--- src/rtl/lce_cmd_pkg.sv ---
package lce_cmd_pkg;

  // commands arriving from the directory
  typedef enum logic [3:0] {
    e_cmd_sync,
    e_cmd_set_clear,
    e_cmd_set_tag,
    e_cmd_set_tag_wakeup,
    e_cmd_invalidate_tag,
    e_cmd_writeback,
    e_cmd_data,
    e_cmd_uc_data
  } lce_cmd_type_e;

  typedef enum logic [1:0] {
    e_resp_sync_ack,
    e_resp_inv_ack,
    e_resp_null_wb
  } lce_resp_type_e;

  typedef enum logic [2:0] {
    e_coh_i,
    e_coh_s,
    e_coh_e,
    e_coh_m
  } coh_state_e;

  typedef enum logic [1:0] {
    e_tag_clear,
    e_tag_set,
    e_tag_invalidate
  } tag_mem_op_e;

  typedef enum logic {
    e_data_write,
    e_data_uncached
  } data_mem_op_e;

  // decoded work item, act_none when nothing legal is pending
  typedef enum logic [3:0] {
    act_none, act_sync, act_set_clear, act_set_tag, act_set_tag_wakeup,
    act_invalidate, act_writeback, act_data, act_uc_data
  } lce_action_e;

endpackage

--- src/rtl/icache_lce_cmd.sv ---
module icache_lce_cmd
  import lce_cmd_pkg::*;
#(
  parameter int sets_p = 64,
  parameter int assoc_p = 4,
  parameter int num_cce_p = 2,
  parameter int paddr_width_p = 22,
  parameter int block_width_p = 64,
  parameter int lce_id_width_p = 3,
  localparam int offset_width_lp = $clog2(block_width_p / 8),
  localparam int index_width_lp = $clog2(sets_p),
  localparam int tag_width_lp = paddr_width_p - offset_width_lp - index_width_lp,
  localparam int way_width_lp = $clog2(assoc_p),
  localparam int cnt_width_lp = $clog2((sets_p > num_cce_p) ? sets_p : num_cce_p) + 1
) (
  input  logic                        clk_i,
  input  logic                        reset_i,
  input  logic [lce_id_width_p-1:0]   lce_id_i,
  input  logic [paddr_width_p-1:0]    miss_addr_i,
  input  lce_cmd_type_e               lce_cmd_type_i,
  input  logic [lce_id_width_p-1:0]   lce_cmd_src_id_i,
  input  logic [paddr_width_p-1:0]    lce_cmd_addr_i,
  input  logic [way_width_lp-1:0]     lce_cmd_way_i,
  input  coh_state_e                  lce_cmd_state_i,
  input  logic [block_width_p-1:0]    lce_cmd_data_i,
  input  logic                        lce_cmd_v_i,
  output logic                        lce_cmd_yumi_o,
  output logic [index_width_lp-1:0]   tag_mem_index_o,
  output logic [way_width_lp-1:0]     tag_mem_way_o,
  output logic [tag_width_lp-1:0]     tag_mem_tag_o,
  output coh_state_e                  tag_mem_state_o,
  output tag_mem_op_e                 tag_mem_op_o,
  output logic                        tag_mem_v_o,
  input  logic                        tag_mem_ready_i,
  output logic [index_width_lp-1:0]   stat_mem_index_o,
  output logic                        stat_mem_v_o,
  input  logic                        stat_mem_ready_i,
  output logic [index_width_lp-1:0]   data_mem_index_o,
  output logic [way_width_lp-1:0]     data_mem_way_o,
  output logic [block_width_p-1:0]    data_mem_data_o,
  output data_mem_op_e                data_mem_op_o,
  output logic                        data_mem_v_o,
  input  logic                        data_mem_ready_i,
  output logic [lce_id_width_p-1:0]   lce_resp_src_o,
  output logic [lce_id_width_p-1:0]   lce_resp_dst_o,
  output lce_resp_type_e              lce_resp_type_o,
  output logic [paddr_width_p-1:0]    lce_resp_addr_o,
  output logic                        lce_resp_v_o,
  input  logic                        lce_resp_yumi_i,
  output logic                        lce_ready_o,
  output logic                        set_tag_received_o,
  output logic                        set_tag_wakeup_received_o,
  output logic                        cce_data_received_o,
  output logic                        uncached_data_received_o,
  output logic                        cache_req_complete_o
);

  lce_action_e action;
  logic [index_width_lp-1:0] cmd_index;
  logic [tag_width_lp-1:0] cmd_tag;
  logic ready_mode;
  logic sweep;
  logic [cnt_width_lp-1:0] count;

  lce_cmd_decode #(
    .sets_p(sets_p),
    .paddr_width_p(paddr_width_p),
    .block_width_p(block_width_p)
  ) i_decode (
    .lce_cmd_type_i(lce_cmd_type_i),
    .lce_cmd_addr_i(lce_cmd_addr_i),
    .lce_cmd_v_i(lce_cmd_v_i),
    .ready_mode_i(ready_mode),
    .action_o(action),
    .cmd_index_o(cmd_index),
    .cmd_tag_o(cmd_tag)
  );

  lce_cmd_exec #(
    .sets_p(sets_p),
    .num_cce_p(num_cce_p)
  ) i_exec (
    .clk_i(clk_i),
    .reset_i(reset_i),
    .action_i(action),
    .tag_mem_ready_i(tag_mem_ready_i),
    .stat_mem_ready_i(stat_mem_ready_i),
    .data_mem_ready_i(data_mem_ready_i),
    .lce_resp_yumi_i(lce_resp_yumi_i),
    .ready_mode_o(ready_mode),
    .sweep_o(sweep),
    .count_o(count),
    .tag_mem_v_o(tag_mem_v_o),
    .stat_mem_v_o(stat_mem_v_o),
    .data_mem_v_o(data_mem_v_o),
    .lce_resp_v_o(lce_resp_v_o),
    .lce_cmd_yumi_o(lce_cmd_yumi_o),
    .lce_ready_o(lce_ready_o),
    .set_tag_received_o(set_tag_received_o),
    .set_tag_wakeup_received_o(set_tag_wakeup_received_o),
    .cce_data_received_o(cce_data_received_o),
    .uncached_data_received_o(uncached_data_received_o),
    .cache_req_complete_o(cache_req_complete_o)
  );

  lce_cmd_result #(
    .sets_p(sets_p),
    .assoc_p(assoc_p),
    .num_cce_p(num_cce_p),
    .paddr_width_p(paddr_width_p),
    .block_width_p(block_width_p),
    .lce_id_width_p(lce_id_width_p)
  ) i_result (
    .lce_id_i(lce_id_i),
    .action_i(action),
    .sweep_i(sweep),
    .count_i(count),
    .cmd_index_i(cmd_index),
    .cmd_tag_i(cmd_tag),
    .miss_addr_i(miss_addr_i),
    .lce_cmd_src_id_i(lce_cmd_src_id_i),
    .lce_cmd_addr_i(lce_cmd_addr_i),
    .lce_cmd_way_i(lce_cmd_way_i),
    .lce_cmd_state_i(lce_cmd_state_i),
    .lce_cmd_data_i(lce_cmd_data_i),
    .tag_mem_index_o(tag_mem_index_o),
    .tag_mem_way_o(tag_mem_way_o),
    .tag_mem_tag_o(tag_mem_tag_o),
    .tag_mem_state_o(tag_mem_state_o),
    .tag_mem_op_o(tag_mem_op_o),
    .stat_mem_index_o(stat_mem_index_o),
    .data_mem_index_o(data_mem_index_o),
    .data_mem_way_o(data_mem_way_o),
    .data_mem_data_o(data_mem_data_o),
    .data_mem_op_o(data_mem_op_o),
    .lce_resp_src_o(lce_resp_src_o),
    .lce_resp_dst_o(lce_resp_dst_o),
    .lce_resp_type_o(lce_resp_type_o),
    .lce_resp_addr_o(lce_resp_addr_o)
  );

endmodule

--- src/rtl/lce_cmd_decode.sv ---
module lce_cmd_decode
  import lce_cmd_pkg::*;
#(
  parameter int sets_p = 64,
  parameter int paddr_width_p = 22,
  parameter int block_width_p = 64,
  localparam int offset_width_lp = $clog2(block_width_p / 8),
  localparam int index_width_lp = $clog2(sets_p),
  localparam int tag_width_lp = paddr_width_p - offset_width_lp - index_width_lp
) (
  input  lce_cmd_type_e                lce_cmd_type_i,
  input  logic [paddr_width_p-1:0]     lce_cmd_addr_i,
  input  logic                         lce_cmd_v_i,
  input  logic                         ready_mode_i,
  output lce_action_e                  action_o,
  output logic [index_width_lp-1:0]    cmd_index_o,
  output logic [tag_width_lp-1:0]      cmd_tag_o
);

  lce_action_e full_action;

  assign cmd_index_o = lce_cmd_addr_i[offset_width_lp +: index_width_lp];
  assign cmd_tag_o = lce_cmd_addr_i[offset_width_lp + index_width_lp +: tag_width_lp];

  always_comb begin
    case (lce_cmd_type_i)
      e_cmd_sync:           full_action = act_sync;
      e_cmd_set_clear:      full_action = act_set_clear;
      e_cmd_set_tag:        full_action = act_set_tag;
      e_cmd_set_tag_wakeup: full_action = act_set_tag_wakeup;
      e_cmd_invalidate_tag: full_action = act_invalidate;
      e_cmd_writeback:      full_action = act_writeback;
      e_cmd_data:           full_action = act_data;
      e_cmd_uc_data:        full_action = act_uc_data;
      default:              full_action = act_none;
    endcase
  end

  // filter by mode, sync only matters before ready mode
  always_comb begin
    action_o = act_none;
    if (lce_cmd_v_i) begin
      if (ready_mode_i) begin
        if (full_action != act_sync) begin
          action_o = full_action;
        end
      end else if (full_action inside {act_sync, act_set_clear, act_uc_data}) begin
        action_o = full_action;
      end
    end
  end

endmodule

--- src/rtl/lce_cmd_exec.sv ---
module lce_cmd_exec
  import lce_cmd_pkg::*;
#(
  parameter int sets_p = 64,
  parameter int num_cce_p = 2,
  localparam int cnt_width_lp = $clog2((sets_p > num_cce_p) ? sets_p : num_cce_p) + 1
) (
  input  logic                      clk_i,
  input  logic                      reset_i,
  input  lce_action_e               action_i,
  input  logic                      tag_mem_ready_i,
  input  logic                      stat_mem_ready_i,
  input  logic                      data_mem_ready_i,
  input  logic                      lce_resp_yumi_i,
  output logic                      ready_mode_o,
  output logic                      sweep_o,
  output logic [cnt_width_lp-1:0]   count_o,
  output logic                      tag_mem_v_o,
  output logic                      stat_mem_v_o,
  output logic                      data_mem_v_o,
  output logic                      lce_resp_v_o,
  output logic                      lce_cmd_yumi_o,
  output logic                      lce_ready_o,
  output logic                      set_tag_received_o,
  output logic                      set_tag_wakeup_received_o,
  output logic                      cce_data_received_o,
  output logic                      uncached_data_received_o,
  output logic                      cache_req_complete_o
);

  typedef enum logic [1:0] {
    e_state_sweep,
    e_state_uc_only,
    e_state_ready
  } exec_state_e;

  exec_state_e state_r, state_n;
  logic [cnt_width_lp-1:0] cnt_r, cnt_n;
  logic inv_pending_r, inv_pending_n;
  logic clear_ready;
  logic fill_ready;

  // clears need tag and stat together, fills need tag and data together
  assign clear_ready = tag_mem_ready_i & stat_mem_ready_i;
  assign fill_ready = tag_mem_ready_i & data_mem_ready_i;

  assign sweep_o = (state_r == e_state_sweep);
  assign ready_mode_o = (state_r == e_state_ready);
  assign lce_ready_o = (state_r != e_state_sweep);
  assign count_o = cnt_r;

  always_comb begin
    state_n = state_r;
    cnt_n = cnt_r;
    inv_pending_n = inv_pending_r;
    tag_mem_v_o = 1'b0;
    stat_mem_v_o = 1'b0;
    data_mem_v_o = 1'b0;
    lce_resp_v_o = 1'b0;
    lce_cmd_yumi_o = 1'b0;
    set_tag_received_o = 1'b0;
    set_tag_wakeup_received_o = 1'b0;
    cce_data_received_o = 1'b0;
    uncached_data_received_o = 1'b0;
    cache_req_complete_o = 1'b0;

    if (state_r == e_state_sweep) begin
      // counter walks the sets, commands wait until the sweep is over
      tag_mem_v_o = clear_ready;
      stat_mem_v_o = clear_ready;
      if (clear_ready) begin
        if (cnt_r == cnt_width_lp'(sets_p - 1)) begin
          state_n = e_state_uc_only;
          cnt_n = '0;
        end else begin
          cnt_n = cnt_r + 1'b1;
        end
      end
    end else begin
      case (action_i)
        act_sync: begin
          lce_resp_v_o = 1'b1;
          lce_cmd_yumi_o = lce_resp_yumi_i;
          // counter now tallies accepted sync acks
          if (lce_resp_yumi_i) begin
            if (cnt_r == cnt_width_lp'(num_cce_p - 1)) begin
              state_n = e_state_ready;
              cnt_n = '0;
            end else begin
              cnt_n = cnt_r + 1'b1;
            end
          end
        end
        act_set_clear: begin
          tag_mem_v_o = clear_ready;
          stat_mem_v_o = clear_ready;
          lce_cmd_yumi_o = clear_ready;
        end
        act_set_tag: begin
          tag_mem_v_o = tag_mem_ready_i;
          lce_cmd_yumi_o = tag_mem_ready_i;
          set_tag_received_o = tag_mem_ready_i;
        end
        act_set_tag_wakeup: begin
          tag_mem_v_o = tag_mem_ready_i;
          lce_cmd_yumi_o = tag_mem_ready_i;
          set_tag_wakeup_received_o = tag_mem_ready_i;
          cache_req_complete_o = tag_mem_ready_i;
        end
        act_invalidate: begin
          // tag write goes out once, then the ack waits for yumi
          tag_mem_v_o = ~inv_pending_r & tag_mem_ready_i;
          lce_resp_v_o = inv_pending_r | tag_mem_v_o;
          lce_cmd_yumi_o = lce_resp_v_o & lce_resp_yumi_i;
          inv_pending_n = lce_resp_v_o & ~lce_resp_yumi_i;
        end
        act_writeback: begin
          lce_resp_v_o = 1'b1;
          lce_cmd_yumi_o = lce_resp_yumi_i;
        end
        act_data: begin
          tag_mem_v_o = fill_ready;
          data_mem_v_o = fill_ready;
          lce_cmd_yumi_o = fill_ready;
          cce_data_received_o = fill_ready;
          set_tag_received_o = fill_ready;
          cache_req_complete_o = fill_ready;
        end
        act_uc_data: begin
          data_mem_v_o = data_mem_ready_i;
          lce_cmd_yumi_o = data_mem_ready_i;
          uncached_data_received_o = data_mem_ready_i;
          cache_req_complete_o = data_mem_ready_i;
        end
        default: begin
        end
      endcase
    end
  end

  always_ff @(posedge clk_i) begin
    if (reset_i) begin
      state_r <= e_state_sweep;
      cnt_r <= '0;
      inv_pending_r <= 1'b0;
    end else begin
      state_r <= state_n;
      cnt_r <= cnt_n;
      inv_pending_r <= inv_pending_n;
    end
  end

endmodule

--- src/rtl/lce_cmd_result.sv ---
module lce_cmd_result
  import lce_cmd_pkg::*;
#(
  parameter int sets_p = 64,
  parameter int assoc_p = 4,
  parameter int num_cce_p = 2,
  parameter int paddr_width_p = 22,
  parameter int block_width_p = 64,
  parameter int lce_id_width_p = 3,
  localparam int offset_width_lp = $clog2(block_width_p / 8),
  localparam int index_width_lp = $clog2(sets_p),
  localparam int tag_width_lp = paddr_width_p - offset_width_lp - index_width_lp,
  localparam int way_width_lp = $clog2(assoc_p),
  localparam int cnt_width_lp = $clog2((sets_p > num_cce_p) ? sets_p : num_cce_p) + 1
) (
  input  logic [lce_id_width_p-1:0]   lce_id_i,
  input  lce_action_e                 action_i,
  input  logic                        sweep_i,
  input  logic [cnt_width_lp-1:0]     count_i,
  input  logic [index_width_lp-1:0]   cmd_index_i,
  input  logic [tag_width_lp-1:0]     cmd_tag_i,
  input  logic [paddr_width_p-1:0]    miss_addr_i,
  input  logic [lce_id_width_p-1:0]   lce_cmd_src_id_i,
  input  logic [paddr_width_p-1:0]    lce_cmd_addr_i,
  input  logic [way_width_lp-1:0]     lce_cmd_way_i,
  input  coh_state_e                  lce_cmd_state_i,
  input  logic [block_width_p-1:0]    lce_cmd_data_i,
  output logic [index_width_lp-1:0]   tag_mem_index_o,
  output logic [way_width_lp-1:0]     tag_mem_way_o,
  output logic [tag_width_lp-1:0]     tag_mem_tag_o,
  output coh_state_e                  tag_mem_state_o,
  output tag_mem_op_e                 tag_mem_op_o,
  output logic [index_width_lp-1:0]   stat_mem_index_o,
  output logic [index_width_lp-1:0]   data_mem_index_o,
  output logic [way_width_lp-1:0]     data_mem_way_o,
  output logic [block_width_p-1:0]    data_mem_data_o,
  output data_mem_op_e                data_mem_op_o,
  output logic [lce_id_width_p-1:0]   lce_resp_src_o,
  output logic [lce_id_width_p-1:0]   lce_resp_dst_o,
  output lce_resp_type_e              lce_resp_type_o,
  output logic [paddr_width_p-1:0]    lce_resp_addr_o
);

  logic [index_width_lp-1:0] index;
  logic fill;
  logic set_tag;

  // fills land in the set of the outstanding miss
  assign fill = (action_i == act_data) | (action_i == act_uc_data);
  assign set_tag = ~sweep_i & (action_i inside {act_set_tag, act_set_tag_wakeup, act_data});

  assign index = sweep_i ? count_i[index_width_lp-1:0]
               : fill ? miss_addr_i[offset_width_lp +: index_width_lp]
               : cmd_index_i;

  assign tag_mem_index_o = index;
  assign tag_mem_way_o = sweep_i ? '0 : lce_cmd_way_i;
  assign tag_mem_tag_o = set_tag ? cmd_tag_i : '0;
  assign tag_mem_state_o = set_tag ? lce_cmd_state_i : e_coh_i;
  assign tag_mem_op_o = set_tag ? e_tag_set
                      : (~sweep_i & (action_i == act_invalidate)) ? e_tag_invalidate
                      : e_tag_clear;

  assign stat_mem_index_o = index;

  assign data_mem_index_o = index;
  assign data_mem_way_o = lce_cmd_way_i;
  assign data_mem_data_o = lce_cmd_data_i;
  assign data_mem_op_o = (action_i == act_uc_data) ? e_data_uncached : e_data_write;

  assign lce_resp_src_o = lce_id_i;
  assign lce_resp_dst_o = lce_cmd_src_id_i;

  always_comb begin
    lce_resp_type_o = e_resp_sync_ack;
    lce_resp_addr_o = '0;
    if (action_i == act_invalidate) begin
      lce_resp_type_o = e_resp_inv_ack;
      lce_resp_addr_o = lce_cmd_addr_i;
    end else if (action_i == act_writeback) begin
      lce_resp_type_o = e_resp_null_wb;
      lce_resp_addr_o = lce_cmd_addr_i;
    end
  end

endmodule

--- config.mk ---
export PLATFORM = sky130hd
export DESIGN_NAME = icache_lce_cmd
export DESIGN_NICKNAME = d
export VERILOG_FILES = /design/src/rtl/lce_cmd_pkg.sv /design/src/rtl/icache_lce_cmd.sv /design/src/rtl/lce_cmd_decode.sv /design/src/rtl/lce_cmd_exec.sv /design/src/rtl/lce_cmd_result.sv
export SDC_FILE = /design/constraint.sdc
export NUM_CORES = 1
export LEC_CHECK = 0
export BUFFER_PORTS_ARGS = -buffer_cell sky130_fd_sc_hd__buf_2
export CAP_MARGIN = 25
export CORE_AREA = 4 4 105 107
export DETAILED_ROUTE_END_ITERATION = 8
export DIE_AREA = 0 0 109 111
export PLACE_DENSITY = 0.62
export SYNTH_ARGS = -nofsm -noshare
export SYNTH_HDL_FRONTEND = slang
export SYNTH_SLANG_ARGS = --single-unit
--- constraint.sdc ---
create_clock -name clk_i -period 5 [get_ports clk_i]
set_clock_uncertainty 0.2 [all_clocks]
set_input_delay 0.25 -clock clk_i [delete_from_list [all_inputs] [get_ports clk_i]]
set_output_delay 0.25 -clock clk_i [all_outputs]
set_load 0.01 [all_outputs]
==> reports/results.txt, run 1 <==
Die W: 109 um
Crit Path Max Fanout: 16
Worst path cell trace: buf_2 -> ha_1 -> nand2b_1 -> nor2_1 -> nand2_1 -> inv_1 -> a21oi_2 -> mux2i_1 -> a21oi_1 -> buf_2
CTS resizes: 0
Fmax: 0.323 GHz
Height of the die: 111 um
Area growth, synth to finish: 5.74%
Initial antenna violation count: 1
Clk_lat worst skew: 230 ps
CP max stage delay: 680 ps
Fin crit period: 3100 ps
Core area: 10100 um^2
Critical path launch point type: primary input
Worst EP arrival: 2650 ps
Worst slew pin tran: 784 ps
Vias in the first global route: 1909
Clock network power share: 39.7%
Met1 usage: 11.2%
GRT Max-Usage Layer: met2
Global Route Usage Sum: 10.7%
Logic gate share of total power: 27.4%
CTS tree: built
Worst path most repeated cell: buf_2
Final-report hold violation count: 0
Sink Count: 10
Placed cells: 445
Worst r2r src: i_exec.state_r[0]
Reg power frac: 32.9%
Detailed-route vias per instance: 4.34
Vias: 1947
Total congestion overflow: 0
Clock Tree Buf Depth: 2
Post-route insts no fill: 449
Wire length of the first global-routing pass: 10300 um
DRC Markers: 0
Ys async rst share: 0%
Yosys warns: 0
GR Util met3: 3.32%
Hold Path Class: primary input to register
Max_slew headroom: 47.4%
Peak supply drop: 0.0391 mV
Final slew viol count: 0
RSZ-0062 raised after global routing: false
Htree depth: 1
Status: finished clean
Cell area after layout: 2170 um^2
Syn Area/Cell: 7.12 um^2
Kind of critical path: primary input to output port
Final setup fails: 0
Most common cell after layout, fill and taps aside: buf_2
TNS Setup: 0 ps
Commonest non-fill, non-tap cells in the layout: buf_2, and2_1, nor2_1
DR WL/cell: 15.4 um
EDFF count, synth: 0
# IOs: 276
Register area share after synthesis: 9.76%
Sw frac: 29.0%
Final Cycle Share: 62.0%
Detailed placement HPWL: 5850 um
DRT Pass-1 Iters: 5
Post-CTS Hold Buffers: 0
Post-synth net total: 422
Ys flop type: dfxtp_1
Num CTS Buffers: 3
Post-synthesis cell area: 2050 um^2
DR iter-0 viols: 135
N_diodes: 0
CP endpoint: stat_mem_index_o[0]
Required @ worst endpoint: 4550 ps
Leakage: 1.17 nW
Internal power: 0.000180 W
CP Launch Point: lce_cmd_type_i[0]
Net count, final: 448
IO Port Bufs: 119
Slowest cell on the critical path: ha_1
Largest net degree at the start of global routing: 23
Reg2reg end: i_exec.count_o[1]
R2r setup slk: 2350 ps
Die area: 12100 um^2
Cells after Synth: 288
Maxcap violations: 0
Starting Density: 20.2%
Yosys reg bits: 10
Core Rows: 37
P_sw: 0.0000733 W
Global placer's final weighted congestion: 0.836
Hold slack: 31.3 ps
Aggregate routed wire length: 6940 um
Met2 Resource Use GR: 19.0%
Count of cell types in the netlist: 47
Clk root buf: clkbuf_8
CP Capture Type: output port
Total of fill cells in the finished design: 1144
Power Density: 117 nW/um^2
Ratio of cells with drive above 1 in the final layout: 43.1%
Cells on worst reg2reg path: 7
DP Area: 2110 um^2
Routed Antenna Nets: 0
Post-CTS Setup Bufs: 0
Clk slew on worst S/H paths: 50 ps
==> cell families after synthesis <==
kind of cell	synth area share [%]
xor+xnor	2.56
compound gates	13.7
simple gates	32.6
buf+inv	35.6
fa+ha+maj	2.44
flops	9.76
mux	3.42
==> worst max-delay path, delay by kind of cell <==
kind | cells | cell delay, ps
simple gates | 3 | 380
buf+inv | 3 | 490
fa+ha+maj | 1 | 680
mux | 1 | 150
compound gates | 2 | 700
==> sequential cells by signal, summed over array words and instances (netlist names) <==
| signal | flops |
|---|---|
| i_exec.inv_pending_r | 1 |
| i_exec.state_r | 2 |
| i_exec.count_o | 7 |
==> area by class of cell <==
| type | count | area, um^2 | area share (%) |
|---|---|---|---|
| inverter | 7 | 26.3 | 1.21 |
| clock buffer | 4 | 55.1 | 2.54 |
| tap | 136 | 170 | 7.85 |
| timing repair buffer | 119 | 596 | 27.5 |
| multi-input combinational | 173 | 1120 | 51.7 |
| sequential | 10 | 200 | 9.23 |
==> per-layer routing <==
metal	routed length (um)	part of all wire, %
met5	12	0.17
met4	267	3.8
met3	656	9.5
met2	3520	51
met1	2480	36
==> worst min-delay path by stage <==
| stage | from | end | slack (ps) | cells after the start |
|---|---|---|---|---|
| after CTS | reset_i | i_exec.state_r[0] | 30 | 2 |
| after detailed placement | reset_i | i_exec.state_r[0] | 280 | 2 |
| after global placement | reset_i | i_exec.state_r[0] | 270 | 2 |
| final | reset_i | i_exec.state_r[0] | 30 | 2 |
| after floorplan | reset_i | i_exec.state_r[0] | 120 | 1 |
| after global routing | reset_i | i_exec.state_r[0] | 50 | 2 |
==> synthesized netlist by cell type (5+ instances only) <==
cell | instances | area share (%)
buf_2 | 7 | 1.7
nand2b_1 | 5 | 1.5
nand2_1 | 10 | 1.8
inv_1 | 6 | 1.1
buf_4 | 86 | 31
dfxtp_1 | 10 | 9.8
a21oi_1 | 18 | 4.4
nor3_1 | 5 | 1.2
o21ai_0 | 6 | 1.5
nor2_1 | 25 | 4.6
mux2i_1 | 7 | 3.4
and2_1 | 41 | 13
==> stage by stage <==
stage / setup WS (ps) / util (%) / total power, W
after floorplan: 2490 / - / 0.000185
after global placement: 1970 / 20.8 / 0.000152
after detailed placement: 1930 / 20.8 / 0.000154
after CTS: 1920 / 21.4 / 0.000256
after global routing: 1720 / 21.4 / 0.000270
final: 1900 / 21.4 / 0.000253
==> power groups by stage <==
stage                     registers, W  logic (W)  clock network (W)
after detailed placement     0.0000847  0.0000689                  0
final                        0.0000831  0.0000694           0.000100
after CTS                    0.0000831  0.0000694           0.000103
after global placement       0.0000846  0.0000678                  0
after floorplan              0.0000842   0.000100                  0
after global routing         0.0000833  0.0000769           0.000110
No activity file was read; power rests on OpenSTA's default activity.
==> inputs of run 2 (changes only) <==
Settings changed: CORE_AREA 4 4 105 107 to 4 4 106 108, DIE_AREA 0 0 109 111 to 0 0 110 112, PLACE_DENSITY 0.62 to 0.63.
Clock period 5 ns to 2.7 ns, I/O delays scaled along.
==> reports/results.txt, run 2 (synthesis results as in run 1) <==
Max_slew headroom: 69.2%
RSZ-0062 raised after global routing: false
Global placer's final weighted congestion: 0.853
Height of the die: 112 um
Clock Tree Buf Depth: 2
Worst path cell trace: buf_2 -> ha_1 -> or3b_1 -> a21o_4 -> nor2_1 -> a21oi_4 -> mux2i_1 -> a21oi_1 -> buf_2
Hold path cells: 3
Routed Antenna Nets: 0
Required @ worst endpoint: 2370 ps
Cell family with most CP delay: compound AO/OA/AOI/OAI gates
Final-report hold violation count: 0
Worst path most repeated cell: buf_2
Reg2reg end: i_exec.count_o[1]
Clk root buf: clkbuf_8
Worst r2r src: i_exec.state_r[0]
Register area: 200 um^2
Aggregate routed wire length: 7270 um
GRT Max-Usage Layer: met2
Core Rows: 37
Die area: 12300 um^2
Power Density: 213 nW/um^2
Die W: 110 um
Critical path launch point type: primary input
Slowest cell on the critical path: or3b_1
DRC Markers: 0
Status: finished clean
Final Cycle Share: 93.1%
TNS Setup: 0 ps
DR WL/cell: 15.8 um
DR iter-0 viols: 119
Vias in the first global route: 2022
Setup WS pre-CTS: 151 ps
Clk_lat worst skew: 240 ps
Cells on worst reg2reg path: 8
Area growth, synth to finish: 11.0%
Multi-input logic area: 1140 um^2
Hold path start: lce_resp_yumi_i
Maxcap violations: 0
Num CTS Buffers: 3
Starting Density: 20.0%
Worst setup margin: 185 ps
Post-CTS Setup Bufs: 0
Detailed placement HPWL: 6280 um
Net count, final: 459
Worst hold path endpoint: i_exec.inv_pending_r
Core area: 10200 um^2
Final slew viol count: 0
Worst EP arrival: 2180 ps
N_diodes: 0
Initial antenna violation count: 0
# IOs: 276
Total of fill cells in the finished design: 1148
Total congestion overflow: 0
CP max stage delay: 420 ps
Met2 Resource Use GR: 20.6%
Final setup fails: 0
Peak supply drop: 0.142 mV
Crit path buffers/inverters: 2
Vias: 1952
Worst slew pin tran: 462 ps
Commonest non-fill, non-tap cells in the layout: buf_2, and2_1, nor2_1
Max reg flops: 7
Fmax: 0.398 GHz
Htree depth: 1
Met1 usage: 11.0%
Clk slew on worst S/H paths: 50 ps
Wire length of the first global-routing pass: 10700 um
Utilization after layout: 22.2%
Detailed-route vias per instance: 4.24
DRT Pass-1 Iters: 4
Most common cell after layout, fill and taps aside: buf_2
Kind of critical path: primary input to output port
R2r setup slk: 630 ps
Largest net degree at the start of global routing: 18
Crit Path Max Fanout: 7
CTS tree: built
Sink Count: 10
Final Power: 0.000484 W
Ratio of cells with drive above 1 in the final layout: 45.4%
GR Util met3: 3.07%
IO Port Bufs: 119
Hold Path Class: primary input to register
Global Route Usage Sum: 11.0%
CP Capture Type: output port
Leakage: 1.23 nW
Fin crit period: 2510 ps
## run 2: cell types whose count changed in the layout (fill, tap and decap cells not counted), sizes merged
| cell | before | now |
|---|---|---|
| dlygate4sd3 | 0 | 1 |
| buf | 119 | 129 |
## run 2: worst max-delay path by stage
stage                 startpoint             endpoint  slack (ps)  cells after the start
3_5_place_dp   lce_cmd_type_i[0]   tag_mem_index_o[1]         150                      9
5_1_grt        lce_cmd_type_i[0]   tag_mem_index_o[3]          20                      9
3_3_place_gp   lce_cmd_type_i[0]  stat_mem_index_o[1]         230                      9
2_1_floorplan  lce_cmd_type_i[0]  stat_mem_index_o[0]         420                      8
4_1_cts        i_exec.state_r[0]   tag_mem_index_o[1]         130                      6
6_report       lce_cmd_type_i[0]  stat_mem_index_o[4]         190                      9
## run 2: metal layers
layer,vias up,wire length [um]
li1,948,-
met1,895,2510
met2,76,3810
met3,33,688
met4,0,266
met5,-,0
## run 2: final cells by class
| class | instances | area share [%] |
|---|---|---|
| Multi-Input combinational cell | 173 | 50.2 |
| Sequential cell | 10 | 8.80 |
| Clock buffer | 4 | 2.42 |
| Timing Repair Buffer | 130 | 29.9 |
| Inverter | 7 | 1.15 |
| Tap cell | 136 | 7.48 |
## run 2: where the power goes
| group | switching [W] | internal (W) | total (W) |
|---|---|---|---|
| Sequential | 0.00000353 | 0.000150 | 0.000154 |
| Clock | 0.0000613 | 0.000128 | 0.000190 |
| Combinational | 0.0000803 | 0.0000603 | 0.000141 |
| Total | 0.000145 | 0.000339 | 0.000484 |
## run 2: worst register-to-register path, delay by kind of cell, from the launching register on
| family | cells | cell delay (ps) |
|---|---|---|
| compound gates | 2 | 330 |
| buf+inv | 2 | 450 |
| flops | 1 | 340 |
| simple gates | 4 | 660 |
## run 2: stage by stage
stage               std cells  area (um^2)  hold WS, ps
CTS                       460         2260         22.5
finish                    460         2280         27.3
floorplan                 288         2050         4.07
global placement          455         2190         70.1
detailed placement        455         2190         70.1
global route              460         2280         69.3
## run 2: repair_timing
| action | in CTS | in global routing |
|---|---|---|
| pin swaps | 0 | 0 |
| hold endpoints to repair | 4 | 0 |
| resized for setup | 1 | 3 |
| setup endpoints to repair | 3 | 12 |
| hold buffers | 1 | 0 |
==> inputs of run 3 (changes only) <==
Settings changed: CTS_BUF_LIST set to sky130_fd_sc_hd__clkbuf_16.
==> reports/results.txt, run 3 (synthesis results as in run 1) <==
Cell area after layout: 2300 um^2
CP max stage delay: 420 ps
Peak supply drop: 0.160 mV
N_diodes: 0
Height of the die: 112 um
CTS tree: built
Power Density: 245 nW/um^2
Routed Antenna Nets: 0
DP Area: 2190 um^2
Clk root buf: clkbuf_16
Initial antenna violation count: 0
Final setup fails: 0
Net count, final: 459
Sink Count: 10
Post-route insts no fill: 460
Global placer's final weighted congestion: 0.853
DRT Pass-1 Iters: 4
Hold Path Class: primary input to register
Status: finished clean
Worst path most repeated cell: buf_2
Kind of critical path: primary input to output port
Htree depth: 1
Post-CTS Setup Bufs: 0
Die area: 12300 um^2
CP Capture Type: output port
Max reg flops: 7
Vias in the first global route: 2024
DRC Markers: 0
Die W: 110 um
Fin crit period: 2510 ps
# IOs: 276
Final-report hold violation count: 0
TNS Setup: 0 ps
Detailed placement HPWL: 6280 um
Num CTS Buffers: 3
Detailed-route vias per instance: 4.28
Crit Path Max Fanout: 7
Worst path cell trace: buf_2 -> ha_1 -> or3b_1 -> a21o_4 -> nor2_1 -> a21oi_4 -> mux2i_1 -> a21oi_1 -> buf_2
Commonest non-fill, non-tap cells in the layout: buf_2, and2_1, nor2_1
Ratio of cells with drive above 1 in the final layout: 45.1%
Core area: 10200 um^2
Starting Density: 20.0%
Global Route Usage Sum: 11.1%
IO Port Bufs: 119
Required @ worst endpoint: 2370 ps
DR iter-0 viols: 105
Most common cell after layout, fill and taps aside: buf_2
Total congestion overflow: 0
Leakage: 1.24 nW
Largest net degree at the start of global routing: 18
DR WL/cell: 15.9 um
Area growth, synth to finish: 12.1%
Critical path launch point type: primary input
Core Rows: 37
Final Cycle Share: 93.0%
Worst EP arrival: 2180 ps
Clk_lat worst skew: 240 ps
Worst slew pin tran: 461 ps
Aggregate routed wire length: 7310 um
RSZ-0062 raised after global routing: false
Hold path cells: 3
Placed cells: 455
Cells on worst reg2reg path: 8
Clock Tree Buf Depth: 2
Final slew viol count: 0
Slowest cell on the critical path: or3b_1
Max_slew headroom: 69.2%
Maxcap violations: 0
Clk slew on worst S/H paths: 40 ps
Wire length of the first global-routing pass: 10800 um
Vias: 1968
Fmax: 0.398 GHz
==> run 3: changes by cell type in the layout (fill, tap and decap cells not counted), sizes merged <==
cell,previous run,this run
clkbuf,4,3
clkinv,1,2
==> run 3: report_power, final <==
group          total (W)  internal [W]  leakage, nW  switching, W
logic           0.000141     0.0000604         1.13     0.0000803
registers       0.000154      0.000151       0.0809    0.00000349
clock network   0.000269      0.000195       0.0385     0.0000746
total           0.000564      0.000406         1.24      0.000158
==> run 3: worst max-delay path: cells and delay by family <==
family	cells	cell delay [ps]
AO/OA/AOI/OAI	3	680
adder cells (fa/ha/maj)	1	270
buffers and inverters	2	310
multiplexers	1	140
AND/OR/NAND/NOR	2	650
==> run 3: final timing paths <==
path / startpoint / to / slack, ps
max: lce_cmd_type_i[0] / stat_mem_index_o[4] / 190
max reg2reg: i_exec.state_r[0] / i_exec.count_o[1] / 630
min: lce_resp_yumi_i / i_exec.inv_pending_r / 30
min reg2reg: i_exec.state_r[0] / i_exec.state_r[0] / 320
==> run 3: area by class of cell <==
| class | instances | area (um^2) |
|---|---|---|
| multi-input combinational | 173 | 1140 |
| clock inverter | 1 | 3.75 |
| tap | 136 | 170 |
| sequential | 10 | 200 |
| clock buffer | 3 | 75.1 |
| fill | 1149 | 7930 |
| inverter | 7 | 26.3 |
| timing repair buffer | 130 | 681 |
==> run 3: routing by layer <==
metal	track usage, %	wire length, um	vias to the layer above
met5	0	0	-
met2	20.7	3830	74
met4	5.65	289	0
met1	11.0	2540	913
li1	-	-	948
met3	2.90	649	33
==> run 3: what timing repair did <==
| item | CTS | global route |
|---|---|---|
| resized for setup | 0 | 4 |
| setup endpoints to repair | 0 | 18 |
| endpoints found under the hold margin | 4 | 0 |
| hold buffers | 1 | 0 |
==> run 3: per-stage QoR <==
| stage | setup WS (ps) | total power [W] | hold WS (ps) | util [%] |
|---|---|---|---|---|
| floorplan | 421 | 0.000342 | 4.07 | - |
| global placement | 229 | 0.000293 | 70.1 | 21.4 |
| detailed placement | 151 | 0.000295 | 70.1 | 21.4 |
| CTS | 3.25 | 0.000569 | 25.8 | 22.3 |
| global route | 16.8 | 0.000591 | 70.0 | 22.5 |
| finish | 189 | 0.000564 | 28.0 | 22.5 |
